### src/hw/rr_arb_pkg.sv
// shared sizes and types for the eight-input round-robin arbiter
// every design file pulls its widths from here so the tree and the
// pointer logic always agree on the input count

package rr_arb_pkg;

  //////////////////////////////
  // sizes
  //////////////////////////////

  // number of arbitrated inputs, must stay a power of two
  localparam int unsigned num_in = 8;

  // width of the round-robin pointer and of the winning index
  localparam int unsigned idx_width = $clog2(num_in);

  // one tree level per index bit, the root decides the msb
  localparam int unsigned num_levels = idx_width;

  // payload carried next to every request
  localparam int unsigned payload_width = 16;

  //////////////////////////////
  // types
  //////////////////////////////

  // pointer and winning index
  typedef logic [idx_width-1:0] idx_t;

  // one bit per input, used for requests and grants
  typedef logic [num_in-1:0] req_vec_t;

  // default payload of the top level
  typedef logic [payload_width-1:0] payload_t;

endpackage

### src/hw/arb_prio_if.sv
// link between the priority control and the arbitration tree
// the control side owns pointer and lock, the tree reports its winner

`timescale 1ns/100ps

interface arb_prio_if;
  import rr_arb_pkg::*;

  // current highest-priority index, registered
  idx_t rr_ptr;
  // registered copy of lock_rr_i, makes the tree follow the pointer alone
  logic lock;

  // request and index at the root of the tree
  logic win_req;
  idx_t win_idx;

  // grant from the consumer at the output
  logic out_gnt;

  // pointer and lock registers live here
  modport prio_ctrl (
    output rr_ptr,
    output lock,
    input  win_req,
    input  win_idx,
    input  out_gnt
  );

  // combinational selection tree
  modport tree (
    input  rr_ptr,
    input  lock,
    input  out_gnt,
    output win_req,
    output win_idx
  );

endinterface

### src/hw/tz_count.sv
// trailing-zero counter over one request vector
// gives the position of the lowest set bit and flags an all-zero input

`timescale 1ns/100ps

module tz_count (
  input  rr_arb_pkg::req_vec_t in_i,
  output rr_arb_pkg::idx_t     cnt_o,
  output logic                 empty_o
);
  import rr_arb_pkg::*;

  // level 0 holds one entry per input bit, every level above halves the
  // count, so the last level is a single node that covers the whole vector
  for (genvar lvl = 0; lvl <= num_levels; lvl++) begin : gen_lvl
    localparam int unsigned node_cnt = num_in >> lvl;

    // a node is valid when any bit below it is set
    logic [node_cnt-1:0] vld;
    // index of the lowest set bit below the node
    idx_t [node_cnt-1:0] idx;

    if (lvl == 0) begin : gen_leaf
      for (genvar i = 0; i < num_in; i++) begin : gen_bit
        assign vld[i] = in_i[i];
        assign idx[i] = idx_t'(i);
      end
    end else begin : gen_merge
      for (genvar n = 0; n < node_cnt; n++) begin : gen_node
        assign vld[n] = gen_lvl[lvl-1].vld[2*n] | gen_lvl[lvl-1].vld[2*n+1];
        // the lower half wins whenever it has a set bit
        assign idx[n] = gen_lvl[lvl-1].vld[2*n] ? gen_lvl[lvl-1].idx[2*n] :
                                                  gen_lvl[lvl-1].idx[2*n+1];
      end
    end
  end

  // the count is meaningless when empty, callers look at the flag first
  assign cnt_o   = gen_lvl[num_levels].idx[0];
  assign empty_o = ~gen_lvl[num_levels].vld[0];

endmodule

### src/hw/rr_prio_ctrl.sv
// round-robin pointer and lock register of the arbiter
// after each served transfer the pointer jumps to the next requesting input,
// while lock_rr_i is high it is pinned to the current winner instead

`timescale 1ns/100ps

module rr_prio_ctrl (
  input  logic                 clk_i,
  input  logic                 rst_ni,
  input  logic                 flush_i,
  input  logic                 lock_rr_i,
  input  rr_arb_pkg::req_vec_t req_i,
  arb_prio_if.prio_ctrl        prio
);
  import rr_arb_pkg::*;

  idx_t     rr_q, rr_d;
  logic     lock_q;
  req_vec_t upper_mask, lower_mask;
  idx_t     upper_idx, lower_idx;
  logic     upper_empty, lower_empty;
  idx_t     fair_idx;
  logic     transfer;

  //////////////////////////////
  // fair next index
  //////////////////////////////

  // split the requests into those after the pointer and the rest
  for (genvar i = 0; i < num_in; i++) begin : gen_mask
    assign upper_mask[i] = (idx_t'(i) > rr_q) ? req_i[i] : 1'b0;
    assign lower_mask[i] = (idx_t'(i) <= rr_q) ? req_i[i] : 1'b0;
  end

  tz_count i_tz_upper (
    .in_i    (upper_mask),
    .cnt_o   (upper_idx),
    .empty_o (upper_empty)
  );

  tz_count i_tz_lower (
    .in_i    (lower_mask),
    .cnt_o   (lower_idx),
    .empty_o (lower_empty)
  );

  // prefer the first request above the pointer, otherwise wrap around
  // with no request at all the pointer simply stays
  always_comb begin
    if (!upper_empty) begin
      fair_idx = upper_idx;
    end else if (!lower_empty) begin
      fair_idx = lower_idx;
    end else begin
      fair_idx = rr_q;
    end
  end

  //////////////////////////////
  // pointer and lock registers
  //////////////////////////////

  // a transfer is a cycle where the output requests and is granted
  assign transfer = prio.win_req & prio.out_gnt;

  // lock beats the fair advance, back-pressure keeps the pointer
  always_comb begin
    if (lock_rr_i) begin
      rr_d = prio.win_idx;
    end else if (transfer) begin
      rr_d = fair_idx;
    end else begin
      rr_d = rr_q;
    end
  end

  always_ff @(posedge clk_i or negedge rst_ni) begin
    if (!rst_ni) begin
      rr_q   <= '0;
      lock_q <= 1'b0;
    end else if (flush_i) begin
      rr_q   <= '0;
      lock_q <= 1'b0;
    end else begin
      rr_q   <= rr_d;
      lock_q <= lock_rr_i;
    end
  end

  assign prio.rr_ptr = rr_q;
  assign prio.lock   = lock_q;

endmodule

### src/hw/arb_node.sv
// one two-way node of the arbitration tree
// picks side a or b, forwards its request, data and index upward
// and hands the incoming grant down to the chosen side

`timescale 1ns/100ps

module arb_node #(
  parameter type data_t = logic
) (
  input  logic             lock_i,
  input  logic             prio_bit_i,
  input  logic             req_a_i,
  input  logic             req_b_i,
  input  data_t            data_a_i,
  input  data_t            data_b_i,
  input  rr_arb_pkg::idx_t idx_a_i,
  input  rr_arb_pkg::idx_t idx_b_i,
  input  logic             gnt_i,
  output logic             req_o,
  output data_t            data_o,
  output rr_arb_pkg::idx_t idx_o,
  output logic             gnt_a_o,
  output logic             gnt_b_o
);
  import rr_arb_pkg::*;

  // high selects side b
  logic sel;
  idx_t idx_sel;

  // a locked node ignores requests and follows the pointer bit
  // otherwise b wins if a is idle, or if both request and b has priority
  always_comb begin
    if (lock_i) begin
      sel = prio_bit_i;
    end else begin
      sel = ~req_a_i | (req_b_i & prio_bit_i);
    end
  end

  assign req_o   = sel ? req_b_i : req_a_i;
  assign data_o  = sel ? data_b_i : data_a_i;
  assign idx_sel = sel ? idx_b_i : idx_a_i;

  // the select bit goes in front, the child bits shift one place down
  // leaves are fed zero indices, so at the root all bits line up
  // as {root sel, ..., leaf sel}
  assign idx_o = {sel, idx_sel[idx_width-1:1]};

  // only the chosen side ever sees the grant
  assign gnt_a_o = gnt_i & ~sel;
  assign gnt_b_o = gnt_i & sel;

endmodule

### src/hw/arb_tree.sv
// combinational arbitration tree over all inputs
// level 0 is the root, the last level holds the leaves fed by the inputs
// each level takes its priority bit from the pointer, msb at the root

`timescale 1ns/100ps

module arb_tree #(
  parameter type data_t = logic
) (
  input  rr_arb_pkg::req_vec_t              req_i,
  input  data_t [rr_arb_pkg::num_in-1:0]    data_i,
  output rr_arb_pkg::req_vec_t              gnt_o,
  output data_t                             data_o,
  arb_prio_if.tree                          tree
);
  import rr_arb_pkg::*;

  for (genvar lvl = 0; lvl < num_levels; lvl++) begin : gen_level
    localparam int unsigned node_cnt = 2**lvl;

    // node outputs of this level, read by the level above
    logic  [node_cnt-1:0]   node_req;
    data_t [node_cnt-1:0]   node_data;
    idx_t  [node_cnt-1:0]   node_idx;
    // grant arriving at each node of this level
    logic  [node_cnt-1:0]   node_gnt;

    // what the nodes of this level choose between
    logic  [2*node_cnt-1:0] child_req;
    data_t [2*node_cnt-1:0] child_data;
    idx_t  [2*node_cnt-1:0] child_idx;
    // grants handed down, one per child
    logic  [2*node_cnt-1:0] child_gnt;

    //////////////////////////////
    // children of this level
    //////////////////////////////

    if (lvl == num_levels-1) begin : gen_leaf
      // leaves see the inputs directly and start from a zero index
      assign child_req  = req_i;
      assign child_data = data_i;
      assign child_idx  = '0;
      // an input is only granted while it actually requests
      assign gnt_o      = child_gnt & req_i;
    end else begin : gen_inner
      assign child_req  = gen_level[lvl+1].node_req;
      assign child_data = gen_level[lvl+1].node_data;
      assign child_idx  = gen_level[lvl+1].node_idx;
    end

    //////////////////////////////
    // grant from above
    //////////////////////////////

    if (lvl == 0) begin : gen_root
      assign node_gnt = tree.out_gnt;
    end else begin : gen_below_root
      assign node_gnt = gen_level[lvl-1].child_gnt;
    end

    for (genvar n = 0; n < node_cnt; n++) begin : gen_node
      arb_node #(
        .data_t (data_t)
      ) i_node (
        .lock_i     (tree.lock),
        .prio_bit_i (tree.rr_ptr[num_levels-1-lvl]),
        .req_a_i    (child_req[2*n]),
        .req_b_i    (child_req[2*n+1]),
        .data_a_i   (child_data[2*n]),
        .data_b_i   (child_data[2*n+1]),
        .idx_a_i    (child_idx[2*n]),
        .idx_b_i    (child_idx[2*n+1]),
        .gnt_i      (node_gnt[n]),
        .req_o      (node_req[n]),
        .data_o     (node_data[n]),
        .idx_o      (node_idx[n]),
        .gnt_a_o    (child_gnt[2*n]),
        .gnt_b_o    (child_gnt[2*n+1])
      );
    end
  end

  // the root carries the final decision
  assign tree.win_req = gen_level[0].node_req[0];
  assign tree.win_idx = gen_level[0].node_idx[0];
  assign data_o       = gen_level[0].node_data[0];

endmodule

### src/hw/rr_arb_lock.sv
// top level of the lockable round-robin arbiter
// requests and payloads pass to the output in the same cycle, the
// grant comes back combinationally, pointer and lock update on the edge

`timescale 1ns/100ps

module rr_arb_lock (
  input  logic                                       clk_i,
  input  logic                                       rst_ni,
  input  logic                                       flush_i,
  input  logic                                       lock_rr_i,
  input  rr_arb_pkg::req_vec_t                       req_i,
  input  rr_arb_pkg::payload_t [rr_arb_pkg::num_in-1:0] data_i,
  output rr_arb_pkg::req_vec_t                       gnt_o,
  output logic                                       req_o,
  input  logic                                       gnt_i,
  output rr_arb_pkg::payload_t                       data_o,
  output rr_arb_pkg::idx_t                           idx_o
);

  // pointer, lock and winner shared by control and tree
  arb_prio_if prio_if ();

  //////////////////////////////
  // priority control
  //////////////////////////////

  rr_prio_ctrl i_prio_ctrl (
    .clk_i     (clk_i),
    .rst_ni    (rst_ni),
    .flush_i   (flush_i),
    .lock_rr_i (lock_rr_i),
    .req_i     (req_i),
    .prio      (prio_if.prio_ctrl)
  );

  //////////////////////////////
  // selection tree
  //////////////////////////////

  arb_tree #(
    .data_t (rr_arb_pkg::payload_t)
  ) i_tree (
    .req_i  (req_i),
    .data_i (data_i),
    .gnt_o  (gnt_o),
    .data_o (data_o),
    .tree   (prio_if.tree)
  );

  // output grant enters the tree at the root
  assign prio_if.out_gnt = gnt_i;

  // winner of the root goes straight out
  assign req_o = prio_if.win_req;
  assign idx_o = prio_if.win_idx;

endmodule

### config.mk
export PLATFORM = sky130hd
export DESIGN_NAME = rr_arb_lock
export DESIGN_NICKNAME = d
export VERILOG_FILES = /design/src/hw/rr_arb_pkg.sv /design/src/hw/arb_prio_if.sv /design/src/hw/tz_count.sv /design/src/hw/rr_prio_ctrl.sv /design/src/hw/arb_node.sv /design/src/hw/arb_tree.sv /design/src/hw/rr_arb_lock.sv
export SDC_FILE = /design/constraint.sdc
export NUM_CORES = 1
export LEC_CHECK = 0
export ABC_AREA = 1
export BUFFER_PORTS_ARGS = -buffer_cell sky130_fd_sc_hd__buf_2
export CORE_ASPECT_RATIO = 1.5
export CORE_UTILIZATION = 41
export DETAILED_ROUTE_END_ITERATION = 8
export PLACE_DENSITY = 0.81
export SLEW_MARGIN = 25
export SYNTH_ARGS = -nofsm -noshare
export SYNTH_HDL_FRONTEND = slang
export SYNTH_SLANG_ARGS = --single-unit
### constraint.sdc
create_clock -name clk_i -period 2.01 [get_ports clk_i]
set_input_delay 0 -clock clk_i [delete_from_list [all_inputs] [get_ports clk_i]]
set_output_delay 0 -clock clk_i [all_outputs]
set_load 0.02 [all_outputs]
==> results of run 1 <==
==> layer usage <==
layer  GRT usage (%)  up-vias  routed length [µm]
li1                -     1708                   -
met4           15.15        0                 475
met5               0        -                   0
met2           57.14      247                4889
met3           5.874       53                 808
met1           33.82     1586                3323
==> worst reg2reg max path, delay by kind of cell, from the launching register on <==
family | cells | cell delay [ns]
compound gates | 1 | 0.25
flops | 1 | 0.48
simple gates | 10 | 0.90
buf+inv | 2 | 0.21
==> worst min path at each step <==
stage | from | endpoint | slack [ns] | cells past startpoint
2_1_floorplan | rst_ni | i_prio_ctrl.prio.lock | -0.30 | 0
3_3_place_gp | rst_ni | i_prio_ctrl.prio.rr_ptr[2] | -0.19 | 1
3_5_place_dp | rst_ni | i_prio_ctrl.prio.rr_ptr[0] | -0.19 | 1
4_1_cts | lock_rr_i | i_prio_ctrl.prio.lock | 0.05 | 3
5_1_grt | lock_rr_i | i_prio_ctrl.prio.lock | 0.06 | 3
6_report | lock_rr_i | i_prio_ctrl.prio.lock | 0.05 | 3
==> power by group through the flow <==
stage / logic (µW) / registers [µW] / clock network [µW]
floorplan: 1070 / 95.8 / 0
global placement: 1490 / 132 / 0
detailed placement: 1500 / 131 / 0
CTS: 1520 / 130 / 177
global route: 1930 / 136 / 185
finish: 1780 / 132 / 177
==> cells in the final DEF (no fill, tap or decap), types with 4 or more instances in the layout <==
cell type / instances
nand2_1: 182
buf_2: 160
nor2_1: 44
nand2_2: 29
o21ai_0: 27
nand3_1: 20
inv_1: 16
o22ai_1: 16
buf_4: 15
o21ai_1: 12
mux2_4: 9
mux2_2: 7
buf_6: 7
nand2_4: 5
nor3_1: 4
dfrtp_2: 4
==> sequential cells by signal, summed over array words and instances, names as in the netlist <==
register,cells
i_prio_ctrl.prio.rr_ptr,3
i_prio_ctrl.prio.lock,1
==> what timing repair did <==
item | 4_1_cts | 5_1_grt
buffers inserted | 0 | 9
hold endpoints to repair | 5 | 0
endpoints found under the setup margin | 26 | 28
cloned | 0 | 2
hold buffers | 2 | 0
pin swaps | 0 | 8
gates resized for setup | 4 | 68
==> through the flow <==
stage               setup TNS, ns  hold WS, ns
global placement                0      -0.1908
finish                          0      0.05057
detailed placement              0      -0.1901
global route              -0.4937      0.06013
floorplan                       0      -0.2956
CTS                             0      0.04659
==> cell type report <==
class	count	area (µm²)	share of cell area, %
clock buffer	3	41.29	1.223
timing repair buffer	187	1067	31.60
tap	66	82.58	2.445
inverter	23	110.1	3.260
multi-input combinational	377	1971	58.35
sequential	4	105.1	3.112
==> cell families (layout without fill, tap and decap cells) <==
| group | after synthesis | in the layout | share of synthesized area [%] |
|---|---|---|---|
| AND/OR/NAND/NOR | 294 | 296 | 57.12 |
| AO/OA/AOI/OAI | 65 | 65 | 18.28 |
| buffers and inverters | 44 | 213 | 11.48 |
| multiplexers | 16 | 16 | 8.436 |
| flip-flops | 4 | 4 | 4.687 |
==> summary.md, run 1 <==
| Metric | Value |
|---|---|
| Final slew viol count | `0` |
| First-pass GRT wire length | `about 14000 µm` |
| Pre-CTS setup slack | `~0.09 ns` |
| Commonest register cell after synthesis | `dfrtp_1` |
| R2R setup slack | `about 0.060 ns` |
| Cells on worst reg2reg path | `13` |
| WL per Instance | `between 10 and 15 µm` |
| NetSw | `1155 µW` |
| Starting Density | `43.36%` |
| Synth top cells by count | `nand2_1, nor2_1, o21ai_0` |
| Slew headroom | `a little under two thirds` |
| Final worst path period share | `100.0%` |
| Synth top area cells | `nand2_1, nor2_1, o21ai_0` |
| Crit. path cell count | `9` |
| Total number of vias | `~3600` |
| Worst IR drop on VDD | `around 420 µV` |
| Outcome | `finished, violations left` |
| Largest net degree at the start of global routing | `21` |
| Antenna Cells | `0` |
| Initial antenna violation count | `0` |
| IO Count | `between 150 and 200` |
| EDFF count, synth | `0` |
| Slowest cell on crit path | `dfrtp_2` |
| Reg2reg end | `i_prio_ctrl.prio.rr_ptr[1]` |
| Total track usage | `a little under a third` |
| Synthesized area per cell | `around 5 µm²` |
| Area of the die | `roughly 5500 µm²` |
| RSZ-0062 raised after global routing | `true` |
| Post-route cell area | `between 3000 and 4000 µm²` |
| Worst Hold Class | `primary input to flop` |
| Vias in the first global route | `3247` |
| Fmax | `approximately 500 MHz` |
| Nature of the critical path startpoint | `flop` |
| Setup crit end | `data_o[3]` |
| Area leader, netlist | `nand2_1` |
| Clock Latency Late Sink | `around 0.22 ns` |
| CTS tree | `built` |
| Cells after Synth | `~420` |
| Failing checks | `DRC` |
| Clock root buffer master | `clkbuf_8` |
| Worst setup margin | `~0.000076 ns` |
| Dpl cells | `between 600 and 700` |
| H-tree levels | `1` |
| Ys Warns | `0` |
| Endpoints failing setup | `0` |
| Port buffer count | `between 150 and 200` |
| Pwr/cell area | `between 600 and 700 nW/µm²` |
| Switching part of the total | `between 50% and 60%` |
| Clock Skew | `approximately 0.0012 ns` |
| Internal Pwr Total | `~930 µW` |
| Final hold violations | `0` |
| CP Buf/Inv Count | `2` |
| Most frequent CP cell | `nand2_1` |
| Layout cells sized above 1 | `44.61%` |
| Post-Layout Cell Count | `660` |
| Drt drc | `1` |
| Max stage delay on crit path | `0.48 ns` |
| Crit path max-delay family | `flip-flops` |
| Synthesis-to-layout area growth | `58.11%` |
| Die outline width | `a little over 60 µm` |
| Critical Path Source | `i_prio_ctrl.prio.lock` |
| Overall die height | `90.40 µm` |
| Dominant cell by count in the synthesized netlist | `nand2_1` |
| Clock-pin slew on the worst setup and hold paths | `0.03 ns` |
| Crit Path Class | `flop to output port` |
| Post-synth ARST share | `100.0%` |
| Routed WL | `~9500 µm` |
| Total CTS buffers | `3` |
| Crit path arrival time | `around 2.0 ns` |
| Mapped Area | `approximately 2100 µm²` |
| Via/cell ratio | `around 5.4` |
| Seq/Total Area, Yosys | `4.687%` |
| Max Fanout on Critical Path | `9` |
| Dpl cell area | `a little under 3000 µm²` |
| Worst R2R Start | `i_prio_ctrl.prio.lock` |
| Fill cells | `around 460` |
| FF+latch count, synth | `4` |
| Drt initial violations | `roughly 360` |
| Worst setup EP type | `output port` |
| Synth top area share | `between 30% and 40%` |
| Actual slew at the worst max-slew pin | `0.5429 ns` |
| Combinational Power Share | `85.2%` |
| Max Cap Violations | `0` |
| Syn Nets | `between 500 and 600` |
| Post-DP HPWL | `around 7000 µm` |
| Antenna Nets Post-Route | `0` |
| Tot Pwr | `roughly 2100 µW` |
| GRT overflow | `0` |
| Final Util | `between 60 and 70%` |
| Synth cell types | `33` |
| Clock Sinks | `4` |
| Fin nets | `737` |
| Minimum clock period | `2.010 ns` |
| TritonRoute pass-1 iters | `8` |
| Leak Pwr | `roughly 0.0020 µW` |
| Rows | `31` |
| Clock power share | `around 8.5%` |
| Worst-path cell chain | `buf_6 > o21ai_4 > nand2_4 > mux2_2 > nand2_1 > nand2_1 > nand2_1 > nand2_1 > buf_2` |
| Flop pwr share | `roughly 6.3%` |
| CTS Buffer Depth | `2` |
| Gpl congestion | `0.9757` |
| CORE AREA | `slightly below 5000 µm²` |
| Data required, critical path | `between 2 and 2.5 ns` |
Power figures use the tool's default switching activity.
==> inputs of run 2 (changes only) <==
- CORE_UTILIZATION: 41 -> 48
- PLACE_DENSITY: 0.81 -> 0.82
- SYNTH_HIERARCHICAL: not set -> 1
==> run 2 against run 1 <==
Net effect:
- the flow finishes with violations (setup timing)
- die area increased by 25%
- combinational power increased by 43%
- clock skew about the same
- synthesized cell count increased by 48%
- sequential power decreased by 4%
- non-clock buffer count increased by 45
- sequential cell count unchanged
- fmax decreased by 21%
- via count increased by 37%
- largest power group unchanged
==> summary.md, run 2 <==
| Metric | Value |
|---|---|
| Worst R2R Start | `i_prio_ctrl/prio.lock` |
| Layout cells sized above 1 | `45.74%` |
| Highest metal layer with signal wires | `met4` |
| Area of the die | `slightly below 7000 µm²` |
| Final Util | `roughly four fifths` |
| Clock Latency Late Sink | `roughly 0.21 ns` |
| Pwr/cell area | `~600 nW/µm²` |
| Critical Path Source | `i_prio_ctrl/prio.lock` |
| H-tree levels | `1` |
| Crit path arrival time | `roughly 2.6 ns` |
| Total CTS buffers | `3` |
| Clock Sinks | `4` |
| Worst hold slack | `0.02665 ns` |
| CORE AREA | `between 6000 and 7000 µm²` |
| R2R setup slack | `-0.48 ns` |
| Largest register FFs | `3` |
| First-pass GRT wire length | `18860 µm` |
| Nature of the critical path startpoint | `flop` |
| Tot Pwr | `around 2800 µW` |
| Synthesized area per cell | `between 5 and 6 µm²` |
| Routed met2 length | `6427 µm` |
| RSZ-0062 raised after global routing | `true` |
| Data required, critical path | `2.01 ns` |
| Port buffer count | `approximately 170` |
| Starting Density | `50.42%` |
| Met1 Wirelength | `4514 µm` |
| Largest net degree at the start of global routing | `20` |
| Synthesis-to-layout area growth | `54.75%` |
| Minimum clock period | `~2.6 ns` |
| TritonRoute pass-1 iters | `5` |
| Die outline width | `between 60 and 70 µm` |
| Commonest cells after routing, fill and taps aside | `nand3_1, nand2_1, buf_2` |
| Clock-pin slew on the worst setup and hold paths | `approximately 0.03 ns` |
| Post-Layout Cell Count | `883` |
| Crit Path Class | `flop to output port` |
| Antenna Cells | `0` |
| Internal Pwr Total | `1319 µW` |
| Final hold violations | `0` |
| Initial antenna violation count | `0` |
| Fmax | `~390 MHz` |
| Dpl cells | `approximately 860` |
| Cells on worst reg2reg path | `18` |
| WL met3 | `between 900 and 1000 µm` |
| Worst setup EP type | `output port` |
| Clock root buffer master | `clkbuf_8` |
| Endpoints failing setup | `31` |
| Worst setup margin | `-0.5456 ns` |
| Drt initial violations | `about 340` |
| CTS tree | `built` |
| Via/cell ratio | `roughly 5.6` |
| Max Fanout on Critical Path | `10` |
| Commonest non-fill, non-tap cell in the layout | `nand3_1` |
| Setup crit end | `req_o` |
| Max Cap Violations | `0` |
| Mapped Area | `~3100 µm²` |
| Fin nets | `approximately 950` |
| Cells after Synth | `approximately 630` |
| GRT overflow | `0` |
| Clock power share | `slightly below 6%` |
| Total number of vias | `roughly 4900` |
| Rows | `35` |
| Overall die height | `between 100 and 150 µm` |
| Ys Warns | `6` |
| Outcome | `finished, violations left` |
| Switching part of the total | `about 53%` |
| Vias in the first global route | `between 4000 and 5000` |
| Post-DP HPWL | `between 8000 and 9000 µm` |
| Failing checks | `setup timing` |
| IO Count | `~170` |
| CTS Buffer Depth | `2` |
| Flop pwr share | `4.5%` |
| Leak Pwr | `around 0.0028 µW` |
| Combinational Power Share | `between 80% and 90%` |
| Drt drc | `0` |
| Final slew viol count | `0` |
| Syn Nets | `roughly 770` |
| Clock Skew | `0.0009334 ns` |
| WL per Instance | `13.97 µm` |
| Total track usage | `between 30% and 40%` |
| Gpl congestion | `0.8688` |
| Worst Hold Class | `primary input to flop` |
| Reg2reg end | `i_prio_ctrl/prio.rr_ptr[2]` |
| Routed WL | `approximately 12000 µm` |
| Final worst path period share | `127.1%` |
| NetSw | `~1500 µW` |
| Antenna Nets Post-Route | `0` |
| Worst IR drop on VDD | `269.2 µV` |
-- run 2: routing by layer --
layer / track usage [%] / up-vias
met3: 7.014 / 48
li1: - / 2423
met2: 61.24 / 281
met4: 15.87 / 0
met1: 36.83 / 2172
met5: 0 / -
-- run 2: cell type report --
cell class,instances,area [µm²]
Multi-Input combinational cell,512,2791
Timing Repair Buffer,232,1597
Fill cell,493,1366
Inverter,58,225.2
Sequential cell,4,105.1
Tap cell,74,92.59
Clock buffer,3,41.29
-- run 2: timing repair --
item                                    4_1_cts  5_1_grt
buffers inserted                              9        5
hold buffers                                  1        0
resized for setup                            42       61
pin swaps                                     4       29
endpoints found under the setup margin       31       31
endpoints found under the hold margin         4        0
cloned                                        2        1
-- run 2: worst max-delay path: stages, from the launching register on --
cell,delay (ns)
dfrtp_4,0.51
buf_12,0.16
inv_4,0.05
nand3_4,0.07
nand3_2,0.11
nand2_4,0.08
nand2_2,0.07
nand3_2,0.09
nand3_2,0.08
nand2_2,0.08
o21ai_4,0.21
buf_6,0.13
buf_4,0.11
buf_8,0.13
nand2_1,0.07
nand2_2,0.11
buf_4,0.13
buf_4,0.13
-- run 2: worst min path at each step --
stage	startpoint	to	cells past startpoint
after floorplan	rst_ni	i_prio_ctrl/prio.rr_ptr[0]	0
after global placement	rst_ni	i_prio_ctrl/prio.rr_ptr[2]	1
final	flush_i	i_prio_ctrl/prio.lock	2
after global routing	flush_i	i_prio_ctrl/prio.lock	2
after CTS	flush_i	i_prio_ctrl/prio.lock	2
after detailed placement	rst_ni	i_prio_ctrl/prio.lock	1
-- run 2: power groups by stage --
stage	Clock (µW)	Combinational, µW	Sequential [µW]
final	165	2540	127
after global routing	170	2740	128
after CTS	167	2280	121
after detailed placement	0	2060	130
after global placement	0	2010	129
after floorplan	0	1480	132
-- run 2: stage by stage --
step / TNS (ns) / area [µm²] / setup WS [ns]
3_5_place_dp: -4.572 / 4244 / -0.2826
6_report: -14.61 / 4852 / -0.5456
2_1_floorplan: -4.316 / 3324 / -0.3470
3_3_place_gp: -1.686 / 4244 / -0.1638
5_1_grt: -16.99 / 4852 / -0.6109
4_1_cts: -9.655 / 4562 / -0.4403
==> inputs of run 3 (changes only) <==
- CELL_PAD_IN_SITES_DETAIL_PLACEMENT: not set -> 1
- CELL_PAD_IN_SITES_GLOBAL_PLACEMENT: not set -> 2
- CORE_MARGIN: not set -> 1.5
- CORE_UTILIZATION: 48 -> 21
- PLACE_DENSITY: 0.82 -> 0.81
==> run 3 against run 2 <==
Net effect:
- the run still ends with setup timing left
- final cell count is 14% higher
- via count is 4.4% lower
- fmax is 2.5% higher
- sequential share of layout area is 0.18 points lower
- clock skew is 0.0035 ns higher
- combinational power is 8.7% higher
- clock power is 95% higher
- critical endpoint is now data_o[1]
- largest cell class unchanged
==> summary.md, run 3 (synthesis results as in run 2) <==
| Metric | Value |
|---|---|
| Outcome | `finished, violations left` |
| Failing checks | `setup timing` |
| Clock root buffer master | `clkbuf_16` |
| Crit path arrival time | `approximately 2.5 ns` |
| WL per Instance | `approximately 15 µm` |
| Max Fanout on Critical Path | `8` |
| Total number of vias | `between 4000 and 5000` |
| NetSw | `between 1500 and 2000 µW` |
| CTS Buffer Depth | `2` |
| Overall die height | `152.7 µm` |
| Internal Pwr Total | `1565 µW` |
| Routed WL | `about 15000 µm` |
| Endpoints failing setup | `31` |
| Starting Density | `a little over a fifth` |
| Nature of the critical path startpoint | `flop` |
| Pwr/cell area | `slightly above 600 nW/µm²` |
| Worst setup margin | `-0.4829 ns` |
| Clock power share | `between 10% and 20%` |
| Dpl cell area | `between 4000 and 5000 µm²` |
| Final hold violations | `0` |
| Switching part of the total | `approximately half` |
| TritonRoute pass-1 iters | `4` |
| Die outline width | `between 100 and 150 µm` |
| Drt drc | `0` |
| Slew headroom | `64.28%` |
| IO Count | `about 170` |
| RSZ-0062 raised after global routing | `true` |
| Actual slew at the worst max-slew pin | `0.5359 ns` |
| Area of the die | `15690 µm²` |
| Total track usage | `18.18%` |
| CTS tree | `built` |
| Data required, critical path | `between 2 and 2.5 ns` |
| Vias in the first global route | `between 4000 and 5000` |
| Antenna Cells | `0` |
| Total CTS buffers | `3` |
| Clock Skew | `0.004401 ns` |
| First-pass GRT wire length | `about 23000 µm` |
| GRT overflow | `0` |
| Pre-CTS setup slack | `-0.3297 ns` |
| Fin nets | `roughly 960` |
| H-tree levels | `1` |
| Initial antenna violation count | `0` |
| Most frequent CP cell | `nand3_4` |
| Worst setup EP type | `output port` |
| Worst-path cell chain | `buf_12 > clkinv_8 > nand3_4 > nand3_4 > nand2_4 > nand2_2 > nand3_2 > nand3_2 > nand2_2 > buf_4 > buf_6 > buf_6 > nand2_4 > nand3_4 > buf_12 > nand3_4 > nand2_4 > buf_6` |
| Final slew viol count | `0` |
| Clock-pin slew on the worst setup and hold paths | `0.03 ns` |
| Worst IR drop on VDD | `approximately 210 µV` |
| Port buffer count | `around 170` |
| Rows | `54` |
| Final worst path period share | `124.0%` |
| Slowest cell on crit path | `dfrtp_4` |
| Leak Pwr | `roughly 0.0029 µW` |
| Combinational Power Share | `a little under nine tenths` |
| Largest register FFs | `3` |
| Clock Sinks | `4` |
| Flop pwr share | `under 10%` |
| Post-DP HPWL | `~12000 µm` |
| Commonest cells after routing, fill and taps aside | `nand3_1, nand2_1, buf_2` |
| Worst hold slack | `about 0.0082 ns` |
| Commonest non-fill, non-tap cell in the layout | `nand3_1` |
| Minimum clock period | `about 2.5 ns` |
| Worst Hold Class | `primary input to flop` |
| Drt initial violations | `about 120` |
| Gpl congestion | `roughly 0.83` |
| Largest net degree at the start of global routing | `20` |
| R2R setup slack | `-0.40 ns` |
| Clock Latency Late Sink | `roughly 0.22 ns` |
| Antenna Nets Post-Route | `0` |
| Post-route cell area | `about 5300 µm²` |
| Crit Path Class | `flop to output port` |
| Max Cap Violations | `0` |
| CORE AREA | `around 15000 µm²` |
| Fmax | `~400 MHz` |
| Layout cells sized above 1 | `47.05%` |
| Via/cell ratio | `roughly 4.7` |
| Max stage delay on crit path | `between 0.5 and 0.6 ns` |
| Synthesis-to-layout area growth | `68.44%` |
[run 3: per-layer routing]
metal,vias up,share of wire [%],track usage (%),routed length [µm]
met5,-,0,0,0
met4,0,1.1,2.638,166
met3,10,3.5,0.7339,520
met2,105,54,35.70,8185
met1,2161,41,21.52,6179
li1,2431,-,-,-
[run 3: cell type report]
cell class	count	area, µm²
Tap cell	196	245.2
Inverter	58	230.2
Timing Repair Buffer	236	1693
Clock buffer	4	78.83
Fill cell	2019	9313
Multi-Input combinational cell	512	2929
Sequential cell	4	105.1
[run 3: final timing paths]
kind                                             from                          to  cells after the start
max                             i_prio_ctrl/prio.lock                   data_o[1]                     18
min                                           flush_i       i_prio_ctrl/prio.lock                      2
max reg2reg                     i_prio_ctrl/prio.lock  i_prio_ctrl/prio.rr_ptr[0]                     21
min reg2reg                i_prio_ctrl/prio.rr_ptr[2]  i_prio_ctrl/prio.rr_ptr[2]                      2
max in group asynchronous                      rst_ni       i_prio_ctrl/prio.lock                      2
min in group asynchronous                      rst_ni       i_prio_ctrl/prio.lock                      2
[run 3: timing repair]
item                                   CTS  global route
setup endpoints to repair               31            31
endpoints found under the hold margin    4             0
setup buffers                           17             9
hold buffers                             1             0
gates cloned                             2             0
gates resized for setup                110            41
pin swaps                               14            28
[run 3: per-stage QoR]
| stage | utilization, % | std cells | total power (µW) | setup TNS (ns) |
|---|---|---|---|---|
| floorplan | - | 625 | 1615 | -4.316 |
| global placement | 30.06 | 986 | 2275 | -2.283 |
| detailed placement | 30.06 | 986 | 2298 | -3.958 |
| CTS | 34.77 | 1007 | 3080 | -11.00 |
| global route | 36.19 | 1010 | 3478 | -16.68 |
| finish | 36.19 | 1010 | 3216 | -13.37 |
[run 3: power groups by stage]
stage          registers [µW]  logic [µW]  clock network (µW)
4_1_cts                   128        2630                 324
2_1_floorplan             132        1480                   0
6_report                  129        2760                 322
3_3_place_gp              131        2140                   0
3_5_place_dp              131        2170                   0
5_1_grt                   133        3010                 331
[run 3: critical path: cells and delay by family, from the launching register on]
kind                   cells  cell delay [ns]
AND/OR/NAND/NOR           11             0.82
buffers and inverters      7             0.87
flip-flops                 1             0.54
